$ cat src/ddr_cfg.svh
// ddr front end parameters
`ifndef DDR_CFG_SVH
`define DDR_CFG_SVH

// --------------------
// widths
// --------------------
`define RAM_AW 30     // cpu word address
`define APP_AW 27     // app interface address
`define APP_DW 128    // app interface data, half a block

// --------------------
// memory model
// --------------------
`define MEM_AW 8      // log2 of model entries
`define RD_LAT 3      // accept to read valid
`define CALIB_CYC 20  // cycles from reset to calib done

`endif

$ cat src/ddr_pkg.sv
// ddr front end types
package ddr_pkg;

`include "ddr_cfg.svh"

    // block split in two app-width halves, hi is bits 255:128
    typedef struct packed {
        logic [`APP_DW-1:0] hi;
        logic [`APP_DW-1:0] lo;
    } block_halves_t;

    // same 256 bits, read whole or by halves
    typedef union packed {
        logic [2*`APP_DW-1:0] flat;
        block_halves_t        half;
    } block_t;

    // app_cmd encodings of the controller ui
    typedef enum logic [2:0] {
        CMD_WRITE = 3'b000,
        CMD_READ  = 3'b001
    } app_cmd_t;

    // last completed op per port
    typedef enum logic [1:0] {
        OP_READ  = 2'b00,
        OP_WRITE = 2'b01,
        OP_NOP   = 2'b11  // nothing done since reset
    } last_op_t;

endpackage

$ cat src/ddr_port_ctrl.sv
// cpu port front end
`timescale 1ns/1ps
`include "ddr_cfg.svh"

module ddr_port_ctrl (
    input  logic                    ui_clk,
    input  logic                    rst,          // sync, active low
    input  logic                    ram_en,
    input  logic                    ram_write,
    input  logic [`RAM_AW-1:0]      ram_addr,     // word address
    input  logic [2*`APP_DW-1:0]    data_to_ram,
    input  logic                    done,         // one-cycle pulse from arbiter
    input  logic [`APP_DW-1:0]      rsp_data,     // valid with done on reads
    output logic                    ram_rdy,
    output ddr_pkg::block_t         block_out,
    output logic                    req,
    output logic                    req_write,
    output logic [`APP_AW-1:0]      req_addr,
    output logic [`APP_DW-1:0]      req_wdata
);

    logic                   reading;
    logic                   writing;
    logic [`RAM_AW-1:0]     last_addr;
    ddr_pkg::last_op_t      last_op;
    ddr_pkg::last_op_t      cur_op;
    ddr_pkg::block_t        buf_q;      // block buffer
    ddr_pkg::block_t        wr_blk;     // incoming block, halves view
    logic                   new_req;
    logic                   sel_hi;

    // --------------------
    // request decode
    // --------------------
    assign cur_op  = ram_write ? ddr_pkg::OP_WRITE : ddr_pkg::OP_READ;
    assign new_req = ram_en && ((ram_addr != last_addr) || (cur_op != last_op));
    assign sel_hi  = ram_addr[4];   // half select
    assign wr_blk  = data_to_ram;

    assign req       = reading || writing;
    assign req_write = writing;
    assign req_addr  = {ram_addr[`APP_AW-3:0], 2'b00};  // upper word bits dropped
    assign req_wdata = sel_hi ? wr_blk.half.hi : wr_blk.half.lo;

    // repeat of last op, or idle, answers at once
    assign ram_rdy = !new_req && !reading && !writing;

    // --------------------
    // transaction state
    // --------------------
    always_ff @(posedge ui_clk) begin
        if (!rst) begin
            reading   <= 1'b0;
            writing   <= 1'b0;
            last_addr <= '1;              // matches no real request
            last_op   <= ddr_pkg::OP_NOP;
        end else if (reading || writing) begin
            if (done) begin
                reading   <= 1'b0;
                writing   <= 1'b0;
                last_addr <= ram_addr;    // peer still holds it
                last_op   <= cur_op;
            end
        end else if (new_req) begin
            writing <= ram_write;
            reading <= !ram_write;
        end
    end

    // read data lands in the addressed half
    always_ff @(posedge ui_clk) begin
        if (!rst) begin
            buf_q <= '0;
        end else if (reading && done) begin
            if (sel_hi)
                buf_q.half.hi <= rsp_data;
            else
                buf_q.half.lo <= rsp_data;
        end
    end

    assign block_out = buf_q;

    // --------------------
    // checks
    // --------------------
    // open request held with same address and kind until arbiter answers
    req_hold_a: assert property (@(posedge ui_clk) disable iff (!rst)
        req && !done |=> req && $stable(req_addr) && $stable(req_write));

endmodule

$ cat config.mk
export PLATFORM = sky130hd
export DESIGN_NAME = ddr_port_ctrl
export DESIGN_NICKNAME = d
export VERILOG_FILES = /design/src/ddr_pkg.sv /design/src/ddr_port_ctrl.sv
export VERILOG_INCLUDE_DIRS = /design/src
export SDC_FILE = /design/constraint.sdc
export NUM_CORES = 1
export LEC_CHECK = 0
export BUFFER_PORTS_ARGS = -buffer_cell sky130_fd_sc_hd__buf_4
export CORE_AREA = 2 2 322 324
export DETAILED_ROUTE_END_ITERATION = 8
export DIE_AREA = 0 0 324 326
export HOLD_SLACK_MARGIN = 0.03
export PLACE_DENSITY_LB_ADDON = 0.3
export SLEW_MARGIN = 15
export SYNTH_ARGS = -nofsm -noshare
export SYNTH_HDL_FRONTEND = slang
export SYNTH_SLANG_ARGS = --single-unit
$ cat constraint.sdc
create_clock -name ui_clk -period 3.29 [get_ports ui_clk]
set_clock_uncertainty 0.05 [all_clocks]
set_input_delay 0.658 -clock ui_clk [delete_from_list [all_inputs] [get_ports ui_clk]]
set_output_delay 0.658 -clock ui_clk [all_outputs]
set_load 0.02 [all_outputs]
==> impl_metrics.csv <==
group,metric,value,unit
place,portBuffers,830,
route,num_vias,13300,
yosys,synth-xor-area-share,0.0213,
yosys,ys_ff_latch,290,
power_and_ir_drop,internal_power,6.95,mW
place,dpl.hpwl,78.3,mm
yosys,synth-compound-area-share,0.152,
route,avgViaCountPerCell,3.64,
setup_path,start_kind,"register",
sta,min_period_over_period,0.891,
clock_tree,clock_sinks,290,
clock_tree,hold_buffers,0,
yosys,synthesis.area,12700,um^2
yosys,synthTopCellsByArea,"dfxtp_1 46%, nand2_1 17%, a21boi_0 13%",
final_layout,nFillCells,11600,
floorplanning,dieWidth,324,um
yosys,synth_simple_gate_area_frac,0.193,
floorplanning,rows,118,
route,drtPass1Iterations,5,
power_and_ir_drop,total_power,9.80,mW
setup_path,crit_type,"reg2out",
yosys,synthCells,1477,
sta,hold_violations,0,
final_layout,layout.nets,2664,
yosys,yosysTopAreaCell,"dfxtp_1",
sta,rsz0062_at_grt,"no",
yosys,synth_fa_ha_area_frac,0,
sta,slew_viol_final,0,
clock_tree,cts_root_buffer,"clkbuf_16",
sta,slew-limit-headroom,0.617,
yosys,synth_top_area_frac,0.456,
power_and_ir_drop,max-vdd-ir-drop,0.280,mV
global_routing,grt.total_usage,0.170,
global_routing,grt_pass1_vias,13300,
clock_tree,cts_buffers,39,
place,place_congestion,1.03,
floorplanning,core-area,103000,um^2
hold_path,hp-class,"in2reg",
power_and_ir_drop,switching_share,0.291,
power_and_ir_drop,comb_power_share,0.186,
setup_path,path_max_fanout,3,
power_and_ir_drop,p_switching,2.85,mW
route,route.detailed.drc,0,
sta,fin_crit,2.93,ns
floorplanning,ios,833,
yosys,ys_seq_area_frac,0.456,
sta,final.setup.tns,0,ns
status,status,"finished, final reports clean",
setup_path,cp_num_buf_inv,1,
clock_tree,cts_tree,"yes",
final_layout,multi_input_area,6140,um^2
route,ant_nets,0,
power_and_ir_drop,power_density,454,nW/um^2
route,routedWlPerCell,25.6,um
setup_path,worstPathCellList,"xor2_1 > nor4_1 > nand4_1 > nor2_1 > o21a_1 > buf_4",
setup_path,worstPathRequired,2.58,ns
setup_path,slowest_stage,"nor4_1",
route,dr.first_iter.drc_count,633,
final_layout,ff_latch_area,5810,um^2
clock_tree,cts_resized,0,
floorplanning,die_h,326,um
sta,tightest_slew,0.575,ns
setup_path,cpLargestDelayFamily,"simple AND/OR/NAND/NOR gates",
global_routing,antenna_found_initial,25,
sta,fmax,341,MHz
global_routing,grt_overflow,0,
yosys,avgSynthCellArea,8.62,um^2
route,drt_wl_total,93.7,mm
yosys,synth_top_family_by_area,"simple AND/OR/NAND/NOR gates",
final_layout,syn2layout_area_growth,69.5,%
floorplanning,start_util,0.124,
global_routing,grt_pass1_wl,121,mm
setup_path,arrival,2.22,ns
yosys,synthMuxAreaShare,0.113,
job,max_cap_viol_count,0,
power_and_ir_drop,p_leak,8.98,nW
setup_path,reg2reg_slack,1.40,ns
yosys,ys_warn_count,0,
power_and_ir_drop,power_frac_seq,0.371,
global_routing,grt_max_degree,74,
clock_tree,postCtsSetupBuffers,0,
setup_path,worst_setup_path_end_kind,"primary output",
yosys,synth_cell_type_count,23,
setup_path,slowest_delay,0.45,ns
clock_tree,cts_htree_levels,2,
clock_tree,clk_pin_slew,0.06,ns
floorplanning,die-area,106000,um^2
power_and_ir_drop,p_clk_frac,0.443,
clock_tree,insertion_delay,0.59,ns
clock_tree,clk_path_buf_depth,3,
sta,finalSetupViolCount,0,
final_layout,drive_gt1_frac,0.465,
==> per-layer routing <==
layer | wire, um | up-vias | part of all wire | GRT usage
met5 | 88 | - | 0.00094 | 0
met4 | 5730 | 14 | 0.061 | 0.0935
met3 | 8740 | 146 | 0.093 | 0.0642
met2 | 49200 | 628 | 0.52 | 0.320
met1 | 30000 | 6175 | 0.32 | 0.156
li1 | - | 6356 | - | -
==> worst paths after layout <==
path	from	endpoint	cells after the start
worst max-delay path	last_addr[26]	ram_rdy	6
worst max register to register	reading	block_out[188]	4
worst min-delay path	ram_addr[25]	last_addr[25]	3
worst min register to register	last_op[1]	last_op[1]	2
==> sequential cells by signal, indices dropped and copies added, names as in the netlist <==
name,count
req_write,1
block_out,256
reading,1
last_op,2
last_addr,30
==> tightest hold or removal path: stages <==
cell and delay (ns):
buf_4 0.09, nand2_1 0.04, nand3_1 0.07
==> layout by cell type (no fill, tap or decap), types with 3 or more instances in the layout <==
master / count
a21boi_0: 228
a21boi_1: 28
buf_12: 12
buf_4: 848
bufinv_16: 3
clkbuf_1: 8
clkbuf_16: 39
clkbuf_8: 7
clkinv_2: 10
dfxtp_1: 290
diode_2: 6
inv_6: 3
mux2_2: 128
nand2_1: 578
nand3_1: 31
nand4_1: 3
nor4_1: 8
xor2_1: 31
==> logic make-up (layout without fill, tap and decap cells) <==
| group | Yosys count | after routing |
|---|---|---|
| flip-flops | 290 | 290 |
| multiplexers | 128 | 128 |
| XOR/XNOR | 31 | 31 |
| AND/OR/NAND/NOR | 630 | 630 |
| buffers and inverters | 138 | 934 |
| AO/OA/AOI/OAI | 259 | 259 |
| other | 1 | 8 |
==> power groups by stage <==
stage | registers [mW] | clock network [mW] | logic (mW)
2_1_floorplan | 3.77 | 0 | 0.640
4_1_cts | 3.64 | 4.51 | 1.85
6_report | 3.64 | 4.34 | 1.82
3_3_place_gp | 3.71 | 0 | 1.84
5_1_grt | 3.64 | 4.61 | 1.89
3_5_place_dp | 3.71 | 0 | 1.84
==> layout make-up <==
| class | instances | area share |
|---|---|---|
| Antenna cell | 6 | 0.000695 |
| Clock inverter | 17 | 0.00811 |
| Multi-Input combinational cell | 1050 | 0.284 |
| Tap cell | 1380 | 0.0800 |
| Sequential cell | 290 | 0.269 |
| Timing Repair Buffer | 862 | 0.307 |
| Clock buffer | 53 | 0.0504 |
| Inverter | 2 | 0.000348 |
==> stage by stage <==
stage	cells	utilization	cell area, um^2	hold slack, ns	setup slack [ns]
finish	3660	0.210	21600	0.246	0.358
global route	3657	0.210	21600	0.225	0.230
CTS	3654	0.210	21600	0.195	0.318
detailed placement	3584	0.198	20300	0.392	0.469
global placement	3584	0.198	20300	0.388	0.434
floorplan	1478	-	12700	0.373	0.958
==> synth_stat cells <==
cell type / count
nor4_1: 8
and3_1: 1
mux2_2: 128
clkbuf_1: 34
or2_1: 1
nor2_1: 3
buf_2: 48
nand4_1: 3
dfxtp_1: 290
buf_6: 11
buf_4: 43
nor2b_1: 1
nand3b_1: 2
inv_1: 2
o21a_1: 1
nand4b_1: 1
nand2_1: 578
a21boi_1: 28
nand3_1: 32
a21boi_0: 228
o21ai_0: 2
conb_1: 1
xor2_1: 31
Note: power is estimated with default switching activity, not from simulation.
