[src/ddr_cfg.svh]
// ddr front end parameters
`ifndef DDR_CFG_SVH
`define DDR_CFG_SVH

// --------------------
// widths
// --------------------
`define RAM_AW 30     // cpu word address
`define APP_AW 27     // app interface address
`define APP_DW 128    // app interface data, half a block

// --------------------
// memory model
// --------------------
`define MEM_AW 8      // log2 of model entries
`define RD_LAT 3      // accept to read valid
`define CALIB_CYC 20  // cycles from reset to calib done

`endif

[src/ddr_pkg.sv]
// ddr front end types
package ddr_pkg;

`include "ddr_cfg.svh"

    // block split in two app-width halves, hi is bits 255:128
    typedef struct packed {
        logic [`APP_DW-1:0] hi;
        logic [`APP_DW-1:0] lo;
    } block_halves_t;

    // same 256 bits, read whole or by halves
    typedef union packed {
        logic [2*`APP_DW-1:0] flat;
        block_halves_t        half;
    } block_t;

    // app_cmd encodings of the controller ui
    typedef enum logic [2:0] {
        CMD_WRITE = 3'b000,
        CMD_READ  = 3'b001
    } app_cmd_t;

    // last completed op per port
    typedef enum logic [1:0] {
        OP_READ  = 2'b00,
        OP_WRITE = 2'b01,
        OP_NOP   = 2'b11  // nothing done since reset
    } last_op_t;

endpackage

[src/app_arbiter.sv]
// two port app interface arbiter
`timescale 1ns/1ps
`include "ddr_cfg.svh"

module app_arbiter (
    input  logic                ui_clk,
    input  logic                rst,
    input  logic                req0,
    input  logic                req1,
    input  logic                req_write0,
    input  logic                req_write1,
    input  logic [`APP_AW-1:0]  req_addr0,
    input  logic [`APP_AW-1:0]  req_addr1,
    input  logic [`APP_DW-1:0]  req_wdata0,
    input  logic [`APP_DW-1:0]  req_wdata1,
    input  logic                app_rdy,
    input  logic                app_wdf_rdy,
    input  logic                init_calib_complete,
    input  logic [`APP_DW-1:0]  app_rd_data,
    input  logic                app_rd_data_valid,
    output logic                done0,
    output logic                done1,
    output logic [`APP_DW-1:0]  rsp_data,
    output logic                app_en,
    output ddr_pkg::app_cmd_t   app_cmd,
    output logic [`APP_AW-1:0]  app_addr,
    output logic [`APP_DW-1:0]  app_wdf_data,
    output logic                app_wdf_wren
);

    logic   granted;    // a port owns the interface
    logic   gnt_sel;    // 0 = fetch port, 1 = load/store port
    logic   last_win;
    logic   rd_pend;    // read accepted, data not back yet
    logic   pick;
    logic   sel_write;
    logic   accept;
    logic   done_p;

    // lower priority to last winner when both ask
    assign pick = (req0 && req1) ? !last_win : req1;

    assign sel_write    = gnt_sel ? req_write1 : req_write0;
    assign app_addr     = gnt_sel ? req_addr1  : req_addr0;
    assign app_wdf_data = gnt_sel ? req_wdata1 : req_wdata0;
    assign app_cmd      = sel_write ? ddr_pkg::CMD_WRITE : ddr_pkg::CMD_READ;

    assign app_en       = granted && !rd_pend;     // held through stalls
    assign app_wdf_wren = app_en && sel_write;
    assign accept       = app_en && app_rdy && app_wdf_rdy && init_calib_complete;

    // write ends on accept, read on returned data
    assign done_p   = (accept && sel_write) || (rd_pend && app_rd_data_valid);
    assign done0    = done_p && !gnt_sel;
    assign done1    = done_p && gnt_sel;
    assign rsp_data = app_rd_data;

    always_ff @(posedge ui_clk) begin
        if (!rst) begin
            granted  <= 1'b0;
            gnt_sel  <= 1'b0;
            last_win <= 1'b1;   // port 0 first
            rd_pend  <= 1'b0;
        end else if (!granted) begin
            if (init_calib_complete && (req0 || req1)) begin
                granted <= 1'b1;
                gnt_sel <= pick;
            end
        end else if (done_p) begin
            granted  <= 1'b0;
            last_win <= gnt_sel;
            rd_pend  <= 1'b0;
        end else if (accept && !sel_write) begin
            rd_pend <= 1'b1;
        end
    end

    // --------------------
    // checks
    // --------------------
    // completion only goes back to a port still asking for it
    done_owner_a: assert property (@(posedge ui_clk) disable iff (!rst)
        !(done0 && !req0) && !(done1 && !req1));
    // model never sees a command before calibration
    en_calib_a: assert property (@(posedge ui_clk) disable iff (!rst)
        app_en |-> init_calib_complete);

endmodule

[config.mk]
export PLATFORM = sky130hd
export DESIGN_NAME = app_arbiter
export DESIGN_NICKNAME = d
export VERILOG_FILES = /design/src/ddr_pkg.sv /design/src/app_arbiter.sv
export VERILOG_INCLUDE_DIRS = /design/src
export SDC_FILE = /design/constraint.sdc
export NUM_CORES = 1
export LEC_CHECK = 0
export BUFFER_PORTS_ARGS = -buffer_cell sky130_fd_sc_hd__buf_2
export CAP_MARGIN = 5
export CORE_AREA = 2 2 287 289
export DETAILED_ROUTE_END_ITERATION = 8
export DIE_AREA = 0 0 289 291
export GPL_TIMING_DRIVEN = 0
export PLACE_DENSITY = 0.32
export RECOVER_POWER = 25
export SETUP_SLACK_MARGIN = 0.05
export SLEW_MARGIN = 20
export SYNTH_ARGS = -nofsm -noshare
export SYNTH_HDL_FRONTEND = slang
export SYNTH_SLANG_ARGS = --single-unit
[constraint.sdc]
create_clock -name ui_clk -period 1.6 [get_ports ui_clk]
set_clock_uncertainty 0.2 [all_clocks]
set_input_delay 0.08 -clock ui_clk [delete_from_list [all_inputs] [get_ports ui_clk]]
set_output_delay 0.08 -clock ui_clk [all_outputs]
set_load 0.005 [all_outputs]
==> impl_metrics.prom, run 1 <==
# TYPE chip_impl_metric gauge
chip_impl_metric{name="die_area",unit="mm²"} 0.0841
chip_impl_metric{name="weighted_congestion_at_the_end_of_routability_driven_global_placement",unit=""} 0.828
chip_impl_info{name="timing.rr.start",value="gnt_sel$_SDFFE_PN0P_"} 1
chip_impl_metric{name="dr_vias",unit=""} 5094
chip_impl_metric{name="filler_cell_count",unit=""} 9345
chip_impl_metric{name="power_leakage",unit="µW"} 0.00459
chip_impl_metric{name="cts.sink_count",unit=""} 4
chip_impl_metric{name="synth.top_cell.area_share",unit=""} 0.519
chip_impl_info{name="critPathKind",value="flop to output port"} 1
chip_impl_metric{name="maxCapViolations",unit=""} 0
chip_impl_metric{name="die_height",unit="µm"} 291
chip_impl_metric{name="grt_use_met3",unit=""} 0.0287
chip_impl_metric{name="antenna_found_initial",unit=""} 20
chip_impl_info{name="cts_root_buffer",value="sky130_fd_sc_hd__clkbuf_16"} 1
chip_impl_metric{name="worst-endpoint-required",unit="ns"} 1.32
chip_impl_metric{name="post_synth.cell_area_avg",unit="µm²"} 9.39
chip_impl_metric{name="final_max_slew_viol_count",unit=""} 0
chip_impl_metric{name="num-nets-final",unit=""} 1415
chip_impl_metric{name="clock_path_buffers",unit=""} 2
chip_impl_info{name="grt.busiest_layer",value="met2"} 1
chip_impl_metric{name="max_freq",unit="MHz"} 537
chip_impl_metric{name="hold-worst-slack",unit="ns"} -0.00745
chip_impl_metric{name="clkTransAtPathRegs",unit="ns"} 0.03
chip_impl_metric{name="cpPeakStageDelay",unit="ns"} 0.33
chip_impl_metric{name="ant_nets",unit=""} 0
chip_impl_metric{name="finalHoldViolations",unit=""} 1
chip_impl_metric{name="i_o_pin_count",unit=""} 738
chip_impl_metric{name="coreArea",unit="mm²"} 0.0812
chip_impl_metric{name="post-route-drc-count",unit=""} 0
chip_impl_metric{name="final_min_period_over_clock_period",unit=""} 1.16
chip_impl_metric{name="seq_area_frac_synth",unit=""} 0.0255
chip_impl_info{name="synth_ff_type",value="sky130_fd_sc_hd__dfxtp_1"} 1
chip_impl_info{name="crit_path_frequent_cell",value="sky130_fd_sc_hd__buf_12"} 1
chip_impl_metric{name="row_count",unit=""} 105
chip_impl_metric{name="floorplan.initialDensity",unit=""} 0.0387
chip_impl_metric{name="worst_skew_pair_later_pin_latency",unit="ns"} 0.22
chip_impl_metric{name="ys_ff_latch",unit=""} 4
chip_impl_metric{name="regArea",unit="µm²"} 82.6
chip_impl_metric{name="final_cells",unit=""} 2045
chip_impl_metric{name="detail_route.first_pass.iterations",unit=""} 4
chip_impl_metric{name="area_grow_syn2layout",unit="%"} 191
chip_impl_metric{name="grt_start_max_net_pins",unit=""} 11
chip_impl_metric{name="synth_area",unit="mm²"} 0.00315
chip_impl_info{name="timing.critical_path.slowest_stage_cell",value="sky130_fd_sc_hd__dfxtp_2"} 1
chip_impl_metric{name="synthDistinctLibCells",unit=""} 22
chip_impl_metric{name="ctsHtreeMaxLevel",unit=""} 1
chip_impl_metric{name="global_route.usage.total",unit=""} 0.0631
chip_impl_metric{name="layout_setup_ws",unit="ns"} -0.264
chip_impl_metric{name="critPathBufInv",unit=""} 5
chip_impl_metric{name="postRouteWirelength",unit="µm"} 31000
chip_impl_info{name="timing.hold.worst.start",value="init_calib_complete"} 1
chip_impl_metric{name="multi_input_area",unit="mm²"} 0.00231
chip_impl_metric{name="post_synth_inst_count",unit=""} 335
chip_impl_info{name="rsz0062_at_grt",value="true"} 1
chip_impl_metric{name="layout-drive-gt1-share",unit=""} 0.969
chip_impl_metric{name="grt_pass1_vias",unit=""} 5171
chip_impl_metric{name="drt-wirelength-per-cell",unit="µm"} 15.2
chip_impl_info{name="failed_checks",value="hold timing, setup timing"} 1
chip_impl_metric{name="postSynth.asyncResetShare",unit=""} 0
chip_impl_metric{name="powerDensity",unit="mW/mm²"} 310
chip_impl_metric{name="register_to_register_setup_slack",unit="ns"} -0.06
chip_impl_info{name="cts_tree",value="built"} 1
chip_impl_metric{name="grt_util_met1",unit=""} 0.0651
chip_impl_info{name="crit_path_end_kind",value="output port"} 1
chip_impl_metric{name="dieWidth",unit="µm"} 289
chip_impl_metric{name="global_route_wire_length_before_repair",unit="µm"} 37000
chip_impl_metric{name="avgViaCountPerCell",unit=""} 2.49
chip_impl_metric{name="timing.final.setup_violations",unit=""} 160
chip_impl_info{name="start_kind",value="flop"} 1
chip_impl_metric{name="final_total_pwr",unit="µW"} 2830
chip_impl_metric{name="drt_iter0_markers",unit=""} 121
chip_impl_info{name="cp_top_family",value="buffers and inverters"} 1
chip_impl_metric{name="place.detailed.hpwl",unit="µm"} 26900
chip_impl_info{name="run_status",value="finished, violations left"} 1
chip_impl_info{name="type_of_the_most_critical_hold_path",value="input pin to flop"} 1
chip_impl_metric{name="yosysWarningCount",unit=""} 0
chip_impl_info{name="synthDominantAreaCellType",value="sky130_fd_sc_hd__mux2_2"} 1
chip_impl_metric{name="path_max_fanout",unit=""} 8
chip_impl_metric{name="cts-buffers-inserted",unit=""} 3
chip_impl_metric{name="global_route_overflow",unit=""} 0
chip_impl_metric{name="grt_util_met2",unit=""} 0.112
chip_impl_metric{name="peakVddDrop",unit="µV"} 266
chip_impl_metric{name="cp.arrival",unit="ns"} 1.58
chip_impl_info{name="cp_cell_sequence",value="buf_12 > buf_16 > buf_4 > buf_12 > mux2_4 > buf_6"} 1
chip_impl_metric{name="synth_enable_flop_cells",unit=""} 0
chip_impl_info{name="worst_setup_path_startpoint",value="gnt_sel$_SDFFE_PN0P_"} 1
chip_impl_metric{name="dpl.cell_count",unit=""} 2013
chip_impl_metric{name="input_output_buffers",unit=""} 607
chip_impl_metric{name="period_minus_slack",unit="ns"} 1.86
chip_impl_info{name="synth.area.top_cells",value="sky130_fd_sc_hd__mux2_2, sky130_fd_sc_hd__buf_4, sky130_fd_sc_hd__buf_6"} 1
==> kinds of logic after synthesis <==
family / share of synthesized area
mux: 0.565
flops: 0.0255
buf+inv: 0.369
other cells: 0.00119
compound gates: 0.0159
simple gates: 0.0231
==> synth_stat cells (2+ instances only) <==
library cell,instances
sky130_fd_sc_hd__dfxtp_1,4
sky130_fd_sc_hd__buf_2,4
sky130_fd_sc_hd__buf_6,12
sky130_fd_sc_hd__nand3_1,2
sky130_fd_sc_hd__mux2_1,10
sky130_fd_sc_hd__inv_1,4
sky130_fd_sc_hd__buf_4,132
sky130_fd_sc_hd__nor2_1,4
sky130_fd_sc_hd__a21oi_1,2
sky130_fd_sc_hd__nand2_1,5
sky130_fd_sc_hd__mux2_2,145
==> state kept, by name, indices dropped and copies added (netlist names) <==
register and flops:
rd_pend 1, last_win 1, granted 1, gnt_sel 1
==> layer usage <==
metal | vias to the layer above | share of wire
li1 | 2309 | -
met1 | 2307 | 0.35
met2 | 410 | 0.48
met3 | 56 | 0.14
met4 | 12 | 0.036
met5 | - | 0.0023
==> worst paths after layout <==
path	endpoint	depth (start not counted)
max	app_wdf_data[51]	6
min	gnt_sel$_SDFFE_PN0P_	3
max reg2reg	last_win$_SDFFE_PN1P_	6
min reg2reg	last_win$_SDFFE_PN1P_	2
==> per-stage QoR <==
stage | setup TNS (ns) | hold slack, ns | utilization | cell area (µm²) | worst slack, ns
after global routing | -39.16 | 0.0239 | 0.112 | 9130 | -0.324
after global placement | -17.93 | 0.129 | 0.0927 | 7530 | -0.274
final | -27.94 | -0.00745 | 0.113 | 9150 | -0.264
after floorplan | 0 | 0.0134 | - | 3150 | 0.250
after detailed placement | -19.79 | 0.126 | 0.0927 | 7530 | -0.285
after CTS | -37.16 | 0.00327 | 0.107 | 8660 | -0.339
==> layout make-up <==
class | count | area share
repair buffers | 629 | 0.441
multi-input cells | 180 | 0.252
clock buffers | 3 | 0.00821
diodes | 10 | 0.00274
flip-flops and latches | 4 | 0.00903
plain buffers | 145 | 0.139
well taps | 1070 | 0.146
inverters | 4 | 0.00164
==> power breakdown <==
part,internal [µW],switching [µW],leakage [µW]
Sequential,107,7.42,0.0000334
Combinational,1520,809,0.00452
Clock,319,70.8,0.0000370
==> worst min-delay path, stage by stage <==
cell and delay, ns:
sky130_fd_sc_hd__buf_2 0.13, sky130_fd_sc_hd__nand4_1 0.09, sky130_fd_sc_hd__a21oi_1 0.07
==> repair_timing <==
| action | 4_1_cts | 5_1_grt |
|---|---|---|
| endpoints found under the setup margin | 158 | 161 |
| hold endpoints to repair | 3 | 0 |
| resized for setup | 170 | 100 |
| hold buffers | 3 | 0 |
| setup buffers | 9 | 4 |
| cloned | 6 | 4 |
==> cell usage in the layout, fill, tap and decap left out, types with 2 or more instances in the layout <==
cell                            netlist  layout
sky130_fd_sc_hd__clkbuf_4             0      31
sky130_fd_sc_hd__nand2_1              5       5
sky130_fd_sc_hd__mux2_4               0     102
sky130_fd_sc_hd__dfxtp_2              0       2
sky130_fd_sc_hd__buf_2                4     506
sky130_fd_sc_hd__a21oi_1              2       2
sky130_fd_sc_hd__buf_8                0       4
sky130_fd_sc_hd__buf_12               0      15
sky130_fd_sc_hd__dfxtp_1              4       2
sky130_fd_sc_hd__buf_6               12     103
sky130_fd_sc_hd__mux2_2             145      53
sky130_fd_sc_hd__buf_16               0       4
sky130_fd_sc_hd__dlygate4sd3_1        0       3
sky130_fd_sc_hd__clkbuf_16            0       7
sky130_fd_sc_hd__nand3_1              2       2
sky130_fd_sc_hd__inv_1                4       4
sky130_fd_sc_hd__buf_4              132     103
sky130_fd_sc_hd__conb_1               1       2
sky130_fd_sc_hd__nor2_1               4       3
sky130_fd_sc_hd__diode_2              0      10
Power figures use the tool's default switching activity.
==> inputs of run 2 (changes only) <==
Settings changed: CELL_PAD_IN_SITES_DETAIL_PLACEMENT from default to 0, CELL_PAD_IN_SITES_GLOBAL_PLACEMENT from default to 1, PLACE_DENSITY 0.32 to 0.43.
==> impl_metrics.prom, run 2 (same netlist as run 1, synthesis figures left out) <==
# TYPE chip_impl_metric gauge
chip_impl_info{name="run_status",value="finished, violations left"} 1
chip_impl_info{name="failed_checks",value="hold timing, setup timing"} 1
chip_impl_metric{name="die_area",unit="mm²"} 0.0841
chip_impl_metric{name="period_minus_slack",unit="ns"} 1.84
chip_impl_metric{name="floorplan.initialDensity",unit=""} 0.0387
chip_impl_info{name="timing.hold.worst.start",value="init_calib_complete"} 1
chip_impl_metric{name="register_to_register_setup_slack",unit="ns"} 0.04
chip_impl_metric{name="maxCapViolations",unit=""} 0
chip_impl_metric{name="clock_path_buffers",unit=""} 2
chip_impl_metric{name="netSwitchingPower",unit="µW"} 833
chip_impl_metric{name="global_route.usage.total",unit=""} 0.0693
chip_impl_metric{name="max_freq",unit="MHz"} 544
chip_impl_metric{name="die_height",unit="µm"} 291
chip_impl_metric{name="final_max_slew_viol_count",unit=""} 0
chip_impl_metric{name="grt_pass1_vias",unit=""} 5115
chip_impl_info{name="worstHoldEndpoint",value="gnt_sel$_SDFFE_PN0P_"} 1
chip_impl_metric{name="postPlaceCellArea",unit="mm²"} 0.00753
chip_impl_metric{name="path_max_fanout",unit=""} 10
chip_impl_metric{name="weighted_congestion_at_the_end_of_routability_driven_global_placement",unit=""} 0.784
chip_impl_metric{name="coreArea",unit="mm²"} 0.0812
chip_impl_info{name="critPathKind",value="flop to output port"} 1
chip_impl_info{name="type_of_the_most_critical_hold_path",value="input pin to flop"} 1
chip_impl_metric{name="cp.arrival",unit="ns"} 1.56
chip_impl_metric{name="drt-wirelength-per-cell",unit="µm"} 16.1
chip_impl_metric{name="hold-worst-slack",unit="ns"} -0.0385
chip_impl_metric{name="layout-drive-gt1-share",unit=""} 0.968
chip_impl_metric{name="worst_hold_path.num_cells",unit=""} 3
chip_impl_metric{name="place.detailed.hpwl",unit="µm"} 30500
chip_impl_info{name="critical_path.reg2reg.endpoint",value="last_win$_SDFFE_PN1P_"} 1
chip_impl_metric{name="cts.sink_count",unit=""} 4
chip_impl_metric{name="clkTransAtPathRegs",unit="ns"} 0.03
chip_impl_info{name="timing.rr.start",value="gnt_sel$_SDFFE_PN0P_"} 1
chip_impl_metric{name="filler_cell_count",unit=""} 9403
chip_impl_metric{name="final_min_period_over_clock_period",unit=""} 1.15
chip_impl_metric{name="num-nets-final",unit=""} 1408
chip_impl_metric{name="grt_start_max_net_pins",unit=""} 11
chip_impl_metric{name="drt_iter0_markers",unit=""} 59
chip_impl_metric{name="utilization",unit=""} 0.109
chip_impl_metric{name="dp_slack",unit="ns"} -0.329
chip_impl_metric{name="peakVddDrop",unit="µV"} 276
chip_impl_metric{name="worst-endpoint-required",unit="ns"} 1.32
chip_impl_info{name="cts_root_buffer",value="sky130_fd_sc_hd__clkbuf_16"} 1
chip_impl_metric{name="power_leakage",unit="µW"} 0.00444
chip_impl_info{name="cts_tree",value="built"} 1
chip_impl_metric{name="multi_input_area",unit="mm²"} 0.00224
chip_impl_metric{name="power.share.combinational",unit=""} 0.812
chip_impl_metric{name="timing.final.setup_violations",unit=""} 156
chip_impl_metric{name="clock_power_share",unit=""} 0.146
chip_impl_metric{name="cts-buffers-inserted",unit=""} 3
chip_impl_metric{name="i_o_pin_count",unit=""} 738
chip_impl_info{name="crit_path_end_kind",value="output port"} 1
chip_impl_metric{name="finalHoldViolations",unit=""} 1
chip_impl_metric{name="sequential_group_share_of_total_power",unit=""} 0.042
chip_impl_metric{name="switching_share",unit=""} 0.308
chip_impl_metric{name="regArea",unit="µm²"} 82.6
chip_impl_metric{name="cpPeakStageDelay",unit="ns"} 0.34
chip_impl_info{name="start_kind",value="flop"} 1
chip_impl_info{name="mostFrequentLayoutCell",value="sky130_fd_sc_hd__buf_2"} 1
chip_impl_info{name="rsz0062_at_grt",value="true"} 1
chip_impl_metric{name="antenna_found_initial",unit=""} 33
chip_impl_metric{name="global_route_wire_length_before_repair",unit="µm"} 39800
chip_impl_metric{name="global_route_overflow",unit=""} 0
chip_impl_metric{name="worst_skew_pair_later_pin_latency",unit="ns"} 0.23
chip_impl_metric{name="r2r_cells",unit=""} 6
chip_impl_metric{name="row_count",unit=""} 105
chip_impl_metric{name="layout_setup_ws",unit="ns"} -0.237
chip_impl_metric{name="ant_nets",unit=""} 0
chip_impl_info{name="final_cell_mix",value="sky130_fd_sc_hd__buf_2, sky130_fd_sc_hd__buf_4, sky130_fd_sc_hd__buf_6"} 1
chip_impl_metric{name="detail_route.first_pass.iterations",unit=""} 4
chip_impl_info{name="timing.critical_path.slowest_stage_cell",value="sky130_fd_sc_hd__mux2_2"} 1
chip_impl_info{name="cp_cell_sequence",value="buf_12 > buf_12 > buf_12 > mux2_2 > buf_2"} 1
chip_impl_metric{name="powerDensity",unit="mW/mm²"} 305
chip_impl_metric{name="avgViaCountPerCell",unit=""} 2.48
chip_impl_info{name="crit_path_frequent_cell",value="sky130_fd_sc_hd__buf_12"} 1
chip_impl_metric{name="input_output_buffers",unit=""} 607
chip_impl_metric{name="dr_vias",unit=""} 5040
chip_impl_metric{name="postRouteWirelength",unit="µm"} 32700
chip_impl_metric{name="fin_area",unit="mm²"} 0.00885
chip_impl_metric{name="area_grow_syn2layout",unit="%"} 181
chip_impl_metric{name="post-route-drc-count",unit=""} 0
chip_impl_metric{name="dieWidth",unit="µm"} 289
chip_impl_metric{name="internal-power",unit="µW"} 1870
chip_impl_metric{name="ctsHtreeMaxLevel",unit=""} 1
-- run 2: cell types whose count changed in the layout (fill, tap and decap cells not counted), moves of 2 or more --
cell                       previous run  this run
sky130_fd_sc_hd__diode_2             10         4
sky130_fd_sc_hd__buf_6              103        87
sky130_fd_sc_hd__buf_2              506       520
sky130_fd_sc_hd__mux2_2              53        70
sky130_fd_sc_hd__clkbuf_1             1         3
sky130_fd_sc_hd__mux2_4             102        85
sky130_fd_sc_hd__buf_12              15        11
-- run 2: worst max-delay path by stage --
stage	from	cells past startpoint	end
global placement	gnt_sel$_SDFFE_PN0P_	5	app_wdf_data[106]
finish	gnt_sel$_SDFFE_PN0P_	5	app_wdf_data[84]
global route	gnt_sel$_SDFFE_PN0P_	5	app_wdf_data[74]
detailed placement	gnt_sel$_SDFFE_PN0P_	5	app_wdf_data[106]
floorplan	gnt_sel$_SDFFE_PN0P_	4	app_wdf_data[119]
CTS	gnt_sel$_SDFFE_PN0P_	5	app_addr[14]
-- run 2: routing by layer --
metal | global-route usage | wire [µm]
met2 | 0.139 | 17300
met1 | 0.0745 | 11900
met3 | 0.0130 | 2790
met4 | 0.0113 | 723
met5 | 0 | 28
-- run 2: worst max-delay path, delay by kind of cell (launching register included) --
family                 cells  cell delay [ns]
muxes                      1             0.34
buffers and inverters      4             0.64
DFF                        1             0.33
-- run 2: area by class of cell --
class / instances / share of cell area
flip-flops and latches: 4 / 0.00933
diodes: 4 / 0.00113
well taps: 1070 / 0.151
multi-input cells: 180 / 0.253
clock buffers: 3 / 0.00848
plain buffers: 147 / 0.145
inverters: 4 / 0.00170
repair buffers: 620 / 0.430
-- run 2: power by group through the flow --
stage / Sequential, µW / Clock, µW / Combinational, µW
floorplan: 110 / 0 / 763
global placement: 111 / 0 / 1760
detailed placement: 111 / 0 / 1760
CTS: 112 / 399 / 2090
global route: 114 / 406 / 2350
finish: 113 / 394 / 2200
-- run 2: timing repair --
item	in CTS	in global routing
setup endpoints to repair	160	159
cloned	4	3
buffers inserted	4	1
endpoints found under the hold margin	3	0
resized for setup	155	68
hold buffers	3	0
pin swaps	0	2
-- run 2: metrics by stage --
stage                     power, µW  cells  TNS (ns)  hold WS (ns)
final                          2700   2032    -23.58       -0.0385
after global routing           2870   2030    -31.73        0.0129
after CTS                      2600   2027    -31.70        0.0420
after detailed placement       1870   2013    -18.07         0.126
after global placement         1880   2013    -16.65         0.128
after floorplan                 874    336         0        0.0134
==> inputs of run 3 (changes only) <==
Settings changed: TNS_END_PERCENT from default to 1.
==> impl_metrics.prom, run 3 (same netlist as run 1, synthesis figures left out) <==
# TYPE chip_impl_metric gauge
chip_impl_metric{name="powerDensity",unit="mW/mm²"} 305
chip_impl_metric{name="worst-endpoint-required",unit="ns"} 1.32
chip_impl_metric{name="layout_setup_ws",unit="ns"} -0.231
chip_impl_info{name="final_cell_mix",value="sky130_fd_sc_hd__buf_2, sky130_fd_sc_hd__buf_4, sky130_fd_sc_hd__buf_6"} 1
chip_impl_metric{name="layout-drive-gt1-share",unit=""} 0.966
chip_impl_metric{name="timing.final.setup_violations",unit=""} 156
chip_impl_metric{name="die_height",unit="µm"} 291
chip_impl_metric{name="finalHoldViolations",unit=""} 0
chip_impl_metric{name="weighted_congestion_at_the_end_of_routability_driven_global_placement",unit=""} 0.784
chip_impl_metric{name="place.detailed.hpwl",unit="µm"} 30500
chip_impl_metric{name="path_max_fanout",unit=""} 10
chip_impl_metric{name="ant_nets",unit=""} 0
chip_impl_metric{name="dr_vias",unit=""} 5002
chip_impl_metric{name="maxCapViolations",unit=""} 0
chip_impl_metric{name="post-route-drc-count",unit=""} 0
chip_impl_metric{name="postRouteWirelength",unit="µm"} 32200
chip_impl_metric{name="max_freq",unit="MHz"} 546
chip_impl_info{name="run_status",value="finished, violations left"} 1
chip_impl_metric{name="clock_path_buffers",unit=""} 2
chip_impl_metric{name="dieWidth",unit="µm"} 289
chip_impl_metric{name="area_grow_syn2layout",unit="%"} 178
chip_impl_metric{name="die_area",unit="mm²"} 0.0841
chip_impl_info{name="rsz0062_at_grt",value="true"} 1
chip_impl_info{name="type_of_the_most_critical_hold_path",value="input pin to flop"} 1
chip_impl_metric{name="row_count",unit=""} 105
chip_impl_info{name="crit_path_end_kind",value="output port"} 1
chip_impl_metric{name="floorplan.initialDensity",unit=""} 0.0387
chip_impl_metric{name="worst_skew_pair_later_pin_latency",unit="ns"} 0.23
chip_impl_metric{name="grt_start_max_net_pins",unit=""} 11
chip_impl_metric{name="global_route_overflow",unit=""} 0
chip_impl_metric{name="drt_iter0_markers",unit=""} 60
chip_impl_info{name="start_kind",value="flop"} 1
chip_impl_metric{name="power_leakage",unit="µW"} 0.00438
chip_impl_metric{name="peakVddDrop",unit="µV"} 277
chip_impl_metric{name="cts-buffers-inserted",unit=""} 3
chip_impl_metric{name="cp.arrival",unit="ns"} 1.55
chip_impl_metric{name="drt-wirelength-per-cell",unit="µm"} 15.9
chip_impl_metric{name="avgViaCountPerCell",unit=""} 2.47
chip_impl_metric{name="num-nets-final",unit=""} 1405
chip_impl_metric{name="input_output_buffers",unit=""} 607
chip_impl_info{name="cts_root_buffer",value="sky130_fd_sc_hd__clkbuf_16"} 1
chip_impl_metric{name="grt_pass1_vias",unit=""} 5105
chip_impl_metric{name="final_min_period_over_clock_period",unit=""} 1.14
chip_impl_info{name="cts_tree",value="built"} 1
chip_impl_metric{name="ctsHtreeMaxLevel",unit=""} 1
chip_impl_info{name="failed_checks",value="setup timing"} 1
chip_impl_metric{name="dpl.cell_count",unit=""} 2013
chip_impl_metric{name="period_minus_slack",unit="ns"} 1.83
chip_impl_metric{name="global_route.usage.total",unit=""} 0.0688
chip_impl_metric{name="clkTransAtPathRegs",unit="ns"} 0.03
chip_impl_metric{name="hold-worst-slack",unit="ns"} 0.0442
chip_impl_metric{name="final_cells",unit=""} 2028
chip_impl_metric{name="antenna_found_initial",unit=""} 33
chip_impl_metric{name="coreArea",unit="mm²"} 0.0812
chip_impl_metric{name="cts.sink_count",unit=""} 4
chip_impl_info{name="mostFrequentLayoutCell",value="sky130_fd_sc_hd__buf_2"} 1
chip_impl_info{name="critPathKind",value="flop to output port"} 1
chip_impl_metric{name="final_max_slew_viol_count",unit=""} 0
chip_impl_metric{name="i_o_pin_count",unit=""} 738
chip_impl_metric{name="filler_cell_count",unit=""} 9420
chip_impl_metric{name="detail_route.first_pass.iterations",unit=""} 4
chip_impl_metric{name="global_route_wire_length_before_repair",unit="µm"} 39600
==> run 3: cell types whose count changed in the layout (fill, tap and decap cells not counted) <==
cell | before | now
sky130_fd_sc_hd__mux2_2 | 70 | 73
sky130_fd_sc_hd__nor2_2 | 0 | 1
sky130_fd_sc_hd__clkbuf_16 | 6 | 3
sky130_fd_sc_hd__diode_2 | 4 | 3
sky130_fd_sc_hd__nor2_4 | 1 | 0
sky130_fd_sc_hd__buf_8 | 5 | 3
sky130_fd_sc_hd__buf_6 | 87 | 84
sky130_fd_sc_hd__buf_4 | 102 | 104
sky130_fd_sc_hd__clkbuf_4 | 30 | 29
sky130_fd_sc_hd__dlymetal6s4s_1 | 0 | 1
sky130_fd_sc_hd__buf_12 | 11 | 13
sky130_fd_sc_hd__buf_2 | 520 | 522
sky130_fd_sc_hd__bufbuf_16 | 1 | 0
sky130_fd_sc_hd__mux2_4 | 85 | 82
==> run 3: repair_timing <==
action / CTS / global route
buffers inserted: 3 / 1
pin swaps: 0 / 2
resized for setup: 165 / 48
hold buffers: 3 / 0
hold endpoints to repair: 3 / 0
gates cloned: 2 / 0
endpoints found under the setup margin: 160 / 159
==> run 3: layout make-up <==
class | count | area, µm² | area share
flip-flops and latches | 4 | 82.6 | 0.00946
plain buffers | 148 | 1310 | 0.150
inverters | 4 | 15.0 | 0.00172
diodes | 3 | 7.51 | 0.000860
multi-input cells | 180 | 2230 | 0.255
repair buffers | 616 | 3680 | 0.421
well taps | 1070 | 1340 | 0.153
clock buffers | 3 | 75.1 | 0.00860
==> run 3: path summary, 6_finish.rpt <==
path | startpoint | end | slack [ns] | depth (start not counted)
min reg2reg | last_win$_SDFFE_PN1P_ | last_win$_SDFFE_PN1P_ | 0.32 | 2
max reg2reg | gnt_sel$_SDFFE_PN0P_ | last_win$_SDFFE_PN1P_ | 0.04 | 6
min | init_calib_complete | granted$_SDFF_PN0_ | 0.04 | 3
max | gnt_sel$_SDFFE_PN0P_ | app_wdf_data[84] | -0.23 | 5
==> run 3: per-layer routing <==
metal | vias to the layer above | routed length, µm | GRT usage
met1 | 2193 | 11700 | 0.0741
met2 | 466 | 17000 | 0.138
li1 | 2273 | - | -
met3 | 66 | 2820 | 0.0133
met5 | - | 28 | 0
met4 | 4 | 643 | 0.0102
==> run 3: worst max-delay path, cell delays in order (launching register included) <==
cell                      delay [ns]
sky130_fd_sc_hd__dfxtp_2        0.33
sky130_fd_sc_hd__buf_12         0.14
sky130_fd_sc_hd__buf_12         0.17
sky130_fd_sc_hd__buf_12         0.16
sky130_fd_sc_hd__mux2_2         0.34
sky130_fd_sc_hd__buf_2          0.15
==> run 3: through the flow <==
stage | TNS, ns | util | worst slack [ns] | power [µW] | area [µm²]
after floorplan | 0 | - | 0.250 | 874 | 3150
after global placement | -16.65 | 0.0927 | -0.309 | 1880 | 7530
after detailed placement | -18.07 | 0.0927 | -0.329 | 1870 | 7530
after CTS | -29.81 | 0.104 | -0.271 | 2600 | 8480
after global routing | -30.58 | 0.108 | -0.275 | 2830 | 8730
final | -22.47 | 0.108 | -0.231 | 2660 | 8730
==> run 3: power by group <==
part           switching, µW  internal [µW]  leakage [µW]  total (µW)
Sequential              6.31            107     0.0000334         113
Combinational            738           1420       0.00431        2150
Clock                   74.7            320     0.0000370         394
